[src/include/cpu_params.svh]
// ****************************
// rv32i core parameters
// widths and reset values for the
// single-cycle integer core
// ****************************

`ifndef CPU_PARAMS_SVH
`define CPU_PARAMS_SVH

// data and address width
`define XLEN 32

// architectural registers, x0 included
`define REG_COUNT 32

// register index width
`define REG_ADDR_W 5

// first fetch address after reset
`define RESET_PC 32'h0000_0000

`endif

[src/cpu_pkg.sv]
// ****************************
// rv32i core types
// opcode, alu operation and
// immediate format encodings
// ****************************

package cpu_pkg;

    // major opcodes, instr[6:0]
    typedef enum logic [6:0] {
        OPC_OP     = 7'b0110011,
        OPC_OP_IMM = 7'b0010011,
        OPC_LUI    = 7'b0110111,
        OPC_AUIPC  = 7'b0010111,
        OPC_JAL    = 7'b1101111,
        OPC_JALR   = 7'b1100111,
        OPC_BRANCH = 7'b1100011
    } opcode_t;

    // alu operations
    typedef enum logic [3:0] {
        ALU_ADD    = 4'd0,
        ALU_SUB    = 4'd1,
        ALU_SLL    = 4'd2,
        ALU_SLT    = 4'd3,
        ALU_SLTU   = 4'd4,
        ALU_XOR    = 4'd5,
        ALU_SRL    = 4'd6,
        ALU_SRA    = 4'd7,
        ALU_OR     = 4'd8,
        ALU_AND    = 4'd9,
        // operand b straight through, for lui
        ALU_PASS_B = 4'd10
    } alu_op_t;

    // immediate layouts
    typedef enum logic [2:0] {
        IMM_I = 3'd0,
        IMM_S = 3'd1,
        IMM_B = 3'd2,
        IMM_U = 3'd3,
        IMM_J = 3'd4
    } imm_type_t;

endpackage

[src/control_unit.sv]
// ****************************
// control unit
// decodes opcode and function fields
// into datapath selects, register write
// enable and the next-pc choice
// ****************************

`timescale 1ns/1ps

module control_unit import cpu_pkg::*; (
    input  logic       [6:0] opcode,
    input  logic       [2:0] funct3,
    input  logic             funct7_b5,
    input  logic             less,
    input  logic             zero,
    output alu_op_t          alu_op,
    output imm_type_t        imm_type,
    output logic             alu_a_sel,
    output logic       [1:0] alu_b_sel,
    output logic             reg_wen,
    output logic             pc_add_sel,
    output logic             pc_base_sel,
    output logic             jalr_align
);

    opcode_t opc;
    logic    is_branch;
    logic    is_jump;
    logic    taken;

    // funct3 to alu op for op and op-imm
    function automatic alu_op_t arith_op(input logic [2:0] f3, input logic alt);
        alu_op_t op;
        case (f3)
            3'b000:  op = alt ? ALU_SUB : ALU_ADD;
            3'b001:  op = ALU_SLL;
            3'b010:  op = ALU_SLT;
            3'b011:  op = ALU_SLTU;
            3'b100:  op = ALU_XOR;
            3'b101:  op = alt ? ALU_SRA : ALU_SRL;
            3'b110:  op = ALU_OR;
            default: op = ALU_AND;
        endcase
        return op;
    endfunction

    assign opc = opcode_t'(opcode);

    always_comb begin
        // defaults: rs1 op rs2, no write, pc + 4
        alu_op      = ALU_ADD;
        imm_type    = IMM_I;
        alu_a_sel   = 1'b0;
        alu_b_sel   = 2'b00;
        reg_wen     = 1'b0;
        pc_base_sel = 1'b0;
        jalr_align  = 1'b0;
        is_branch   = 1'b0;
        is_jump     = 1'b0;
        case (opc)
            OPC_OP: begin
                alu_op  = arith_op(funct3, funct7_b5);
                reg_wen = 1'b1;
            end
            OPC_OP_IMM: begin
                // bit 30 is part of the immediate except for srai
                alu_op    = arith_op(funct3, funct7_b5 && (funct3 == 3'b101));
                alu_b_sel = 2'b01;
                reg_wen   = 1'b1;
            end
            OPC_LUI: begin
                imm_type  = IMM_U;
                alu_op    = ALU_PASS_B;
                alu_b_sel = 2'b01;
                reg_wen   = 1'b1;
            end
            OPC_AUIPC: begin
                imm_type  = IMM_U;
                alu_a_sel = 1'b1;
                alu_b_sel = 2'b01;
                reg_wen   = 1'b1;
            end
            OPC_JAL: begin
                // link value pc + 4 through the alu
                imm_type  = IMM_J;
                alu_a_sel = 1'b1;
                alu_b_sel = 2'b10;
                reg_wen   = 1'b1;
                is_jump   = 1'b1;
            end
            OPC_JALR: begin
                // target from rs1 + imm, bit 0 dropped
                imm_type    = IMM_I;
                alu_a_sel   = 1'b1;
                alu_b_sel   = 2'b10;
                reg_wen     = 1'b1;
                is_jump     = 1'b1;
                pc_base_sel = 1'b1;
                jalr_align  = 1'b1;
            end
            OPC_BRANCH: begin
                imm_type  = IMM_B;
                is_branch = 1'b1;
                // compare rs1 against rs2
                case (funct3[2:1])
                    2'b10:   alu_op = ALU_SLT;
                    2'b11:   alu_op = ALU_SLTU;
                    default: alu_op = ALU_SUB;
                endcase
            end
            default: ;
        endcase
    end

    // branch condition from alu flags
    always_comb begin
        case (funct3)
            3'b000:         taken = zero;
            3'b001:         taken = !zero;
            3'b100, 3'b110: taken = less;
            3'b101, 3'b111: taken = !less;
            default:        taken = 1'b0;
        endcase
    end

    // immediate offset on jumps and taken branches
    assign pc_add_sel = is_jump || (is_branch && taken);

endmodule

[src/imm_decoder.sv]
// ****************************
// immediate decoder
// gathers and sign-extends the
// immediate of each rv32i format
// ****************************

`timescale 1ns/1ps
`include "cpu_params.svh"

module imm_decoder import cpu_pkg::*; (
    input  logic      [`XLEN-1:0] instr,
    input  imm_type_t             imm_type,
    output logic      [`XLEN-1:0] imm
);

    always_comb begin
        case (imm_type)
            IMM_I: begin
                imm = {{20{instr[31]}}, instr[31:20]};
            end
            IMM_S: begin
                // split around rd field
                imm = {{20{instr[31]}}, instr[31:25], instr[11:7]};
            end
            IMM_B: begin
                // bit 11 sits at instr[7], lsb always zero
                imm = {{19{instr[31]}}, instr[31], instr[7],
                       instr[30:25], instr[11:8], 1'b0};
            end
            IMM_U: begin
                // upper 20 bits, low bits zero
                imm = {instr[31:12], 12'b0};
            end
            IMM_J: begin
                imm = {{11{instr[31]}}, instr[31], instr[19:12],
                       instr[20], instr[30:21], 1'b0};
            end
            default: begin
                imm = '0;
            end
        endcase
    end

endmodule

[src/register_file.sv]
// ****************************
// register file
// 32 entries, two async read ports
// one sync write port, x0 reads zero
// ****************************

`timescale 1ns/1ps
`include "cpu_params.svh"

module register_file (
    input  logic                   clk,
    input  logic                   rst,
    input  logic [`REG_ADDR_W-1:0] raddr_a,
    input  logic [`REG_ADDR_W-1:0] raddr_b,
    input  logic [`REG_ADDR_W-1:0] waddr,
    input  logic [`XLEN-1:0]       wdata,
    input  logic                   wen,
    output logic [`XLEN-1:0]       rdata_a,
    output logic [`XLEN-1:0]       rdata_b
);

    // x1..x31 only, x0 has no storage
    logic [`XLEN-1:0] regs [1:`REG_COUNT-1];

    always_ff @(posedge clk) begin
        if (rst) begin
            for (int i = 1; i < `REG_COUNT; i++) begin
                regs[i] <= '0;
            end
        end else if (wen && (waddr != '0)) begin
            // writes to x0 dropped here
            regs[waddr] <= wdata;
        end
    end

    // combinational reads
    assign rdata_a = (raddr_a == '0) ? '0 : regs[raddr_a];
    assign rdata_b = (raddr_b == '0) ? '0 : regs[raddr_b];

endmodule

[src/alu.sv]
// ****************************
// alu
// add, sub, logic, shifts and compares
// with less-than and zero flags
// ****************************

`timescale 1ns/1ps
`include "cpu_params.svh"

module alu import cpu_pkg::*; (
    input  logic    [`XLEN-1:0] a,
    input  logic    [`XLEN-1:0] b,
    input  alu_op_t             op,
    output logic    [`XLEN-1:0] result,
    output logic                less,
    output logic                zero
);

    logic [4:0] shamt;
    logic       lt_signed;
    logic       lt_unsigned;

    // only the low 5 bits of b shift
    assign shamt = b[4:0];

    assign lt_signed   = $signed(a) < $signed(b);
    assign lt_unsigned = a < b;

    always_comb begin
        case (op)
            ALU_ADD:    result = a + b;
            ALU_SUB:    result = a - b;
            ALU_SLL:    result = a << shamt;
            ALU_SLT:    result = {{(`XLEN-1){1'b0}}, lt_signed};
            ALU_SLTU:   result = {{(`XLEN-1){1'b0}}, lt_unsigned};
            ALU_XOR:    result = a ^ b;
            ALU_SRL:    result = a >> shamt;
            // arithmetic shift keeps the sign
            ALU_SRA:    result = $unsigned($signed(a) >>> shamt);
            ALU_OR:     result = a | b;
            ALU_AND:    result = a & b;
            ALU_PASS_B: result = b;
            default:    result = '0;
        endcase
    end

    // unsigned compare only for sltu and bltu/bgeu
    assign less = (op == ALU_SLTU) ? lt_unsigned : lt_signed;

    // beq/bne run a subtract, zero means equal
    assign zero = (result == '0);

endmodule

[src/pc_unit.sv]
// ****************************
// program counter
// pc register and next-pc adder
// ****************************

`timescale 1ns/1ps
`include "cpu_params.svh"

module pc_unit (
    input  logic             clk,
    input  logic             rst,
    input  logic [`XLEN-1:0] base,
    input  logic [`XLEN-1:0] offset,
    input  logic             jalr_align,
    output logic [`XLEN-1:0] pc,
    output logic [`XLEN-1:0] next_pc
);

    logic [`XLEN-1:0] sum;

    assign sum = base + offset;

    // jalr target has bit 0 cleared
    assign next_pc = {sum[`XLEN-1:1], sum[0] & ~jalr_align};

    // one instruction per cycle, no stall
    always_ff @(posedge clk) begin
        if (rst) begin
            pc <= `RESET_PC;
        end else begin
            pc <= next_pc;
        end
    end

endmodule

[src/cpu.sv]
// ****************************
// rv32i single-cycle core
// decode, register file, alu and pc
// with operand selects, exports the
// register write-back each cycle
// ****************************

`timescale 1ns/1ps
`include "cpu_params.svh"

module cpu import cpu_pkg::*; (
    input  logic                   clk,
    input  logic                   rst,
    input  logic [`XLEN-1:0]       instr,
    output logic [`XLEN-1:0]       pc,
    output logic                   wb_en,
    output logic [`REG_ADDR_W-1:0] wb_addr,
    output logic [`XLEN-1:0]       wb_data
);

    // instruction fields
    logic [`REG_ADDR_W-1:0] rs1;
    logic [`REG_ADDR_W-1:0] rs2;
    logic [`REG_ADDR_W-1:0] rd;

    logic [`XLEN-1:0] rs1_data;
    logic [`XLEN-1:0] rs2_data;
    logic [`XLEN-1:0] imm;
    logic [`XLEN-1:0] alu_a;
    logic [`XLEN-1:0] alu_b;
    logic [`XLEN-1:0] alu_result;
    logic [`XLEN-1:0] pc_base;
    logic [`XLEN-1:0] pc_offset;

    alu_op_t    alu_op;
    imm_type_t  imm_type;
    logic       alu_a_sel;
    logic [1:0] alu_b_sel;
    logic       reg_wen;
    logic       pc_add_sel;
    logic       pc_base_sel;
    logic       jalr_align;
    logic       less;
    logic       zero;

    assign rs1 = instr[19:15];
    assign rs2 = instr[24:20];
    assign rd  = instr[11:7];

    control_unit u_ctrl (
        .opcode      (instr[6:0]),
        .funct3      (instr[14:12]),
        .funct7_b5   (instr[30]),
        .less        (less),
        .zero        (zero),
        .alu_op      (alu_op),
        .imm_type    (imm_type),
        .alu_a_sel   (alu_a_sel),
        .alu_b_sel   (alu_b_sel),
        .reg_wen     (reg_wen),
        .pc_add_sel  (pc_add_sel),
        .pc_base_sel (pc_base_sel),
        .jalr_align  (jalr_align)
    );

    imm_decoder u_imm (
        .instr    (instr),
        .imm_type (imm_type),
        .imm      (imm)
    );

    register_file u_regs (
        .clk     (clk),
        .rst     (rst),
        .raddr_a (rs1),
        .raddr_b (rs2),
        .waddr   (rd),
        .wdata   (alu_result),
        .wen     (reg_wen),
        .rdata_a (rs1_data),
        .rdata_b (rs2_data)
    );

    // alu operand a: rs1 or pc
    assign alu_a = alu_a_sel ? pc : rs1_data;

    // alu operand b: rs2, immediate or 4 for link
    always_comb begin
        case (alu_b_sel)
            2'b01:   alu_b = imm;
            2'b10:   alu_b = `XLEN'd4;
            default: alu_b = rs2_data;
        endcase
    end

    alu u_alu (
        .a      (alu_a),
        .b      (alu_b),
        .op     (alu_op),
        .result (alu_result),
        .less   (less),
        .zero   (zero)
    );

    // next pc = base + offset
    assign pc_base   = pc_base_sel ? rs1_data : pc;
    assign pc_offset = pc_add_sel ? imm : `XLEN'd4;

    pc_unit u_pc (
        .clk        (clk),
        .rst        (rst),
        .base       (pc_base),
        .offset     (pc_offset),
        .jalr_align (jalr_align),
        .pc         (pc),
        .next_pc    ()
    );

    // write-back seen by the testbench
    assign wb_en   = reg_wen;
    assign wb_addr = rd;
    assign wb_data = alu_result;

endmodule

[config.mk]
export PLATFORM = sky130hd
export DESIGN_NAME = cpu
export DESIGN_NICKNAME = d
export VERILOG_FILES = /design/src/cpu_pkg.sv /design/src/control_unit.sv /design/src/imm_decoder.sv /design/src/register_file.sv /design/src/alu.sv /design/src/pc_unit.sv /design/src/cpu.sv
export VERILOG_INCLUDE_DIRS = /design/src /design/src/include
export SDC_FILE = /design/constraint.sdc
export NUM_CORES = 2
export LEC_CHECK = 0
export ABC_CLOCK_PERIOD_IN_PS = 27800
export BUFFER_PORTS_ARGS = -buffer_cell sky130_fd_sc_hd__buf_2
export CAP_MARGIN = 20
export CORE_ASPECT_RATIO = 1.4
export CORE_MARGIN = 3
export CORE_UTILIZATION = 61
export CTS_BUF_LIST = sky130_fd_sc_hd__clkbuf_16
export CTS_CLUSTER_DIAMETER = 50
export DETAILED_ROUTE_END_ITERATION = 10
export GPL_TIMING_DRIVEN = 0
export PLACE_DENSITY_LB_ADDON = 0.25
export SLEW_MARGIN = 15
export SYNTH_ARGS = -nofsm -noshare
export SYNTH_HDL_FRONTEND = slang
export SYNTH_SLANG_ARGS = --single-unit
[constraint.sdc]
create_clock -name clk -period 27.8 [get_ports clk]
set_input_delay 5.56 -clock clk [delete_from_list [all_inputs] [get_ports clk]]
set_output_delay 5.56 -clock clk [all_outputs]
set_load 0.01 [all_outputs]
==> impl_metrics.json, run 1 <==
{
  "toolErrorMsg": "[ERROR GRT-0116] Global routing finished with congestion. Check the congestion regions in the DRC Viewer.",
  "placed_cells": 7552,
  "synth_edf_count": 1024,
  "status": "did not finish",
  "syn-instance-count": 5922,
  "grt_pass1_vias": 71250,
  "synth_cell_types": 100,
  "grt_pass1_wl_um": 602400,
  "portBuffers": 94,
  "syn_area_um2": 65740,
  "hold_buffers": 0,
  "post_cts_resized": 0,
  "cts.sinks": 1056,
  "start_util": 0.6190,
  "groute.usage.overall": 0.7566,
  "cts_root_buf": "clkbuf_16",
  "dpl_worst_slack_ns": 4.753,
  "synth_area_per_cell_um2": 11.10,
  "die_y_um": 394.4,
  "synth_warnings": 0,
  "seq_area_frac_synth": 0.4775,
  "synthArstFlopShare": 0,
  "row_count": 141,
  "cts_buffer_depth": 3,
  "post_cts.repair.setup_buffers": 0,
  "gp_congestion": 1.264,
  "synth_flop_cell": "edfxtp_1",
  "stop_stage": "5_1_grt",
  "io_pins": 104,
  "numCtsBuffers": 90,
  "hpwl_um": 270200,
  "synth_seq_cells": 1056,
  "die-width_um": 283.4,
  "globalRouteOverflowTotal": 385,
  "cts-htree-levels": 3,
  "grt_max_degree": 23
}
## routing by layer
metal	overflow	GRT usage
met3	7	0.6267
met4	177	0.7797
met1	9	0.7304
met5	0	0.3147
met2	192	0.9177
## cells in the mapped netlist (all sizes together) (12+ instances only)
master	n	share of area
xnor2	28	0.0037
mux2	68	0.012
a21boi	14	0.0016
a22o	18	0.0024
a221oi	49	0.0066
o221ai	34	0.0045
nor3	66	0.0050
mux2i	607	0.093
a31oi	32	0.0030
nand4	16	0.0015
and2	36	0.0034
buf	199	0.017
inv	142	0.0081
dfxtp	32	0.0097
o31ai	71	0.0082
nand3	37	0.0028
a21oi	253	0.019
o21a	12	0.0014
a21o	29	0.0033
ha	133	0.025
o21bai	12	0.0014
mux4	272	0.093
or3	17	0.0016
edfxtp	1024	0.47
xor2	17	0.0023
or4	37	0.0042
o22ai	77	0.0073
nand2b	57	0.0054
a211oi	65	0.0077
o21ai	156	0.012
nand2	217	0.012
a211o	15	0.0020
o211ai	41	0.0047
clkbuf	363	0.021
a22oi	243	0.028
nor2	1194	0.068
and3	16	0.0015
nor2b	56	0.0053
## cells by family after synthesis
| group | synth area share |
|---|---|
| other cells | 0.00005705 |
| simple gates | 0.1179 |
| xor+xnor | 0.005996 |
| mux | 0.1974 |
| buf+inv | 0.04578 |
| flops | 0.4775 |
| fa+ha+maj | 0.02623 |
| compound gates | 0.1291 |
## stage by stage
step	cell area [µm²]	utilization	hold slack (ns)
global placement	68110	0.6413	0.8251
detailed placement	69590	0.6552	0.8408
CTS	72680	0.6844	0.8560
floorplan	65850	-	0.7651
==> run 2: changes to the inputs <==
Settings changed: CORE_ASPECT_RATIO 1.4 to not set, CORE_UTILIZATION 61 to 40, CTS_BUF_LIST sky130_fd_sc_hd__clkbuf_16 to not set, CTS_CLUSTER_DIAMETER 50 to not set, PLACE_DENSITY_LB_ADDON 0.25 to 0.15.
==> run 2 against run 1 <==
Net effect:
- the flow now finishes without violations
- synthesized cell count unchanged
- area after synthesis unchanged
==> impl_metrics.json, run 2 <==
{
  "status": "finished clean",
  "hpwl_um": 291500,
  "syn_area_um2": 65740,
  "cts_root_buf": "clkbuf_16",
  "globalRouteOverflowTotal": 0,
  "drtIter0Drc": 11640,
  "start_util": 0.4034,
  "finClkSkew_ns": 0.03558,
  "cts_tree": "built",
  "coreArea_um2": 163000,
  "clk_latency_ns": 0.80,
  "reg.largest.list": "u_regs.regs: 1024 flops, u_pc.pc: 32 flops",
  "grt_max_degree": 33,
  "setup_ws_ns": 4.015,
  "seq_area_frac_synth": 0.4775,
  "area_growth_pct": 13.52,
  "die_area_um2": 169200,
  "synth_top_area_cell": "edfxtp_1",
  "critical_path_class": "primary input to primary output",
  "syn-instance-count": 5922,
  "power.density_nw_per_um2": 70.73,
  "vdd_drop_max_mv": 0.06128,
  "gp_congestion": 1.124,
  "row_count": 148,
  "crit_top_cell": "clkbuf_1",
  "grt_pass1_vias": 57140,
  "hold_buffers": 0,
  "tns_ns": 0,
  "cp.buffers_inverters": 13,
  "die_y_um": 411.4,
  "holdCritPathClass": "flip-flop to flip-flop",
  "period_share": 0.8556,
  "placed_cell_area_um2": 70560,
  "synth_cell_types": 100,
  "layout_commonest_cell": "nor2_1",
  "ant_nets": 0,
  "maxSlewHeadroom": 0.1221,
  "clkTransAtPathRegs_ns": 0.06,
  "min_period_ns": 23.78,
  "synth_top_area_share": 0.4678,
  "post_cts_resized": 0,
  "die-width_um": 411.4,
  "post_drt_wl_per_cell_um": 46.93,
  "layout-drive-gt1-share": 0.1585,
  "synth_area_per_cell_um2": 11.10,
  "largest_reg_flops": 1024,
  "hold_viol_final": 0,
  "slowest_stage": "buf_1",
  "max_freq_mhz": 42.04,
  "numCtsBuffers": 114,
  "final_cell_mix": "nor2_1, edfxtp_1, mux2i_1",
  "synthTopCellsByCount": "nor2_1, edfxtp_1, mux2i_1",
  "setup_viol": 0,
  "final_area_um2": 74620,
  "synth_edf_count": 1024,
  "portBuffers": 94,
  "worstPathArrival_ns": 18.22,
  "reg2reg_to": "u_pc.pc[31]",
  "crit_path_start": "instr[23]",
  "synthArstFlopShare": 0,
  "synth_seq_cells": 1056,
  "synth_flop_cell": "edfxtp_1",
  "vias": 61700,
  "dpl_worst_slack_ns": 4.825,
  "nets": 6422,
  "drcViolationCount": 0,
  "cp-endpoint": "wb_data[31]",
  "power_leakage_nw": 28.95,
  "synth_warnings": 0,
  "cp_max_fo": 11,
  "r2r_slack_ns": 10.88,
  "crit_family": "buffers and inverters",
  "rsz0062_at_grt": "false",
  "slowest_delay_ns": 0.98,
  "grt_pass1_wl_um": 522300,
  "antenna_found_initial": 23,
  "worst_setup_path_end_kind": "primary output",
  "r2r_cells": 40,
  "first_pass_iters": 8,
  "routed_wl_um": 401100,
  "yosysMostFrequentCell": "nor2_1",
  "regMostFlops": "u_regs.regs",
  "cp.required_ns": 22.24,
  "groute.usage.overall": 0.4617,
  "worst-path-stages": 26,
  "r2r_start": "u_regs.regs[31][3]",
  "finalMaxSlewViolations": 0,
  "cts.sinks": 1056,
  "via_per_inst": 7.218,
  "post_cts.repair.setup_buffers": 0,
  "cts_buffer_depth": 3,
  "maxCapViolations": 0,
  "worst_pin_slew_ns": 1.317,
  "io_pins": 104,
  "synth.area.top_cells": "edfxtp_1, mux4_2, mux2i_1, nor2_1, a22oi_1",
  "cts-htree-levels": 3,
  "startpoint_type": "primary input"
}
## run 2: cell counts after synthesis
Identical to the previous run, type by type.
## run 2: per-layer routing
metal,wire length [µm],track usage
met3,59210,0.1928
met5,386,0.01580
met2,164900,0.6569
met4,45910,0.4231
met1,130800,0.5232
## run 2: per-stage QoR
| stage | utilization | cells | power [mW] | hold WS, ns |
|---|---|---|---|---|
| after floorplan | - | 5953 | 2.700 | 0.7651 |
| after global placement | 0.4237 | 8222 | 3.494 | 0.8903 |
| after detailed placement | 0.4330 | 8294 | 3.538 | 0.9012 |
| after CTS | 0.4562 | 8505 | 5.099 | 0.9207 |
| after global routing | 0.4576 | 8525 | 5.294 | 0.9237 |
| final | 0.4579 | 8547 | 5.278 | 0.9074 |
## run 2: cells by family (layout without fill, tap and decap cells)
logic type | after synthesis | after routing | synth area share
and+or+nand+nor | 1800 | 1800 | 0.1179
DFF | 1056 | 1056 | 0.4775
adders and majority gates | 136 | 136 | 0.02623
muxes | 947 | 947 | 0.1974
AOI/OAI and AO/OA | 1232 | 1232 | 0.1291
buffers and inverters | 705 | 1099 | 0.04578
xor gates and xnor gates | 45 | 45 | 0.005996
other | 1 | 57 | 0.00005705
## run 2: worst min-delay path by stage
| stage | end | startpoint | cells past startpoint | slack (ns) |
|---|---|---|---|---|
| floorplan | u_pc.pc[0] | u_pc.pc[0] | 4 | 0.77 |
| global placement | u_pc.pc[0] | u_pc.pc[0] | 4 | 0.89 |
| detailed placement | u_pc.pc[30] | u_pc.pc[30] | 5 | 0.90 |
| CTS | u_pc.pc[30] | u_pc.pc[30] | 5 | 0.92 |
| global route | u_pc.pc[0] | u_pc.pc[0] | 4 | 0.92 |
| finish | u_pc.pc[30] | u_pc.pc[30] | 5 | 0.91 |
## run 2: power breakdown
group	internal, mW	switching (mW)	total (mW)
Combinational	0.420	1.38	1.80
Clock	0.900	0.716	1.62
Sequential	1.82	0.0424	1.86
## run 2: worst register-to-register path: cells and delay by family (launching register included)
family	cells	cell delay (ns)
fa+ha+maj	2	0.70
flops	1	0.39
compound gates	25	9.37
mux	3	1.09
buf+inv	3	2.27
simple gates	7	3.01
## run 2: area by class of cell
cell class              instances  area [µm²]
fillers                     15300       88330
multi-input cells            4192       31960
flip-flops and latches       1056       31390
clock buffers                 138        3007
well taps                    2175        2721
plain buffers                 562        2547
repair buffers                183        1623
clock inverters                73       777.0
inverters                     143       536.8
diodes                         25       62.56
Note: power is estimated with default switching activity, not from simulation.
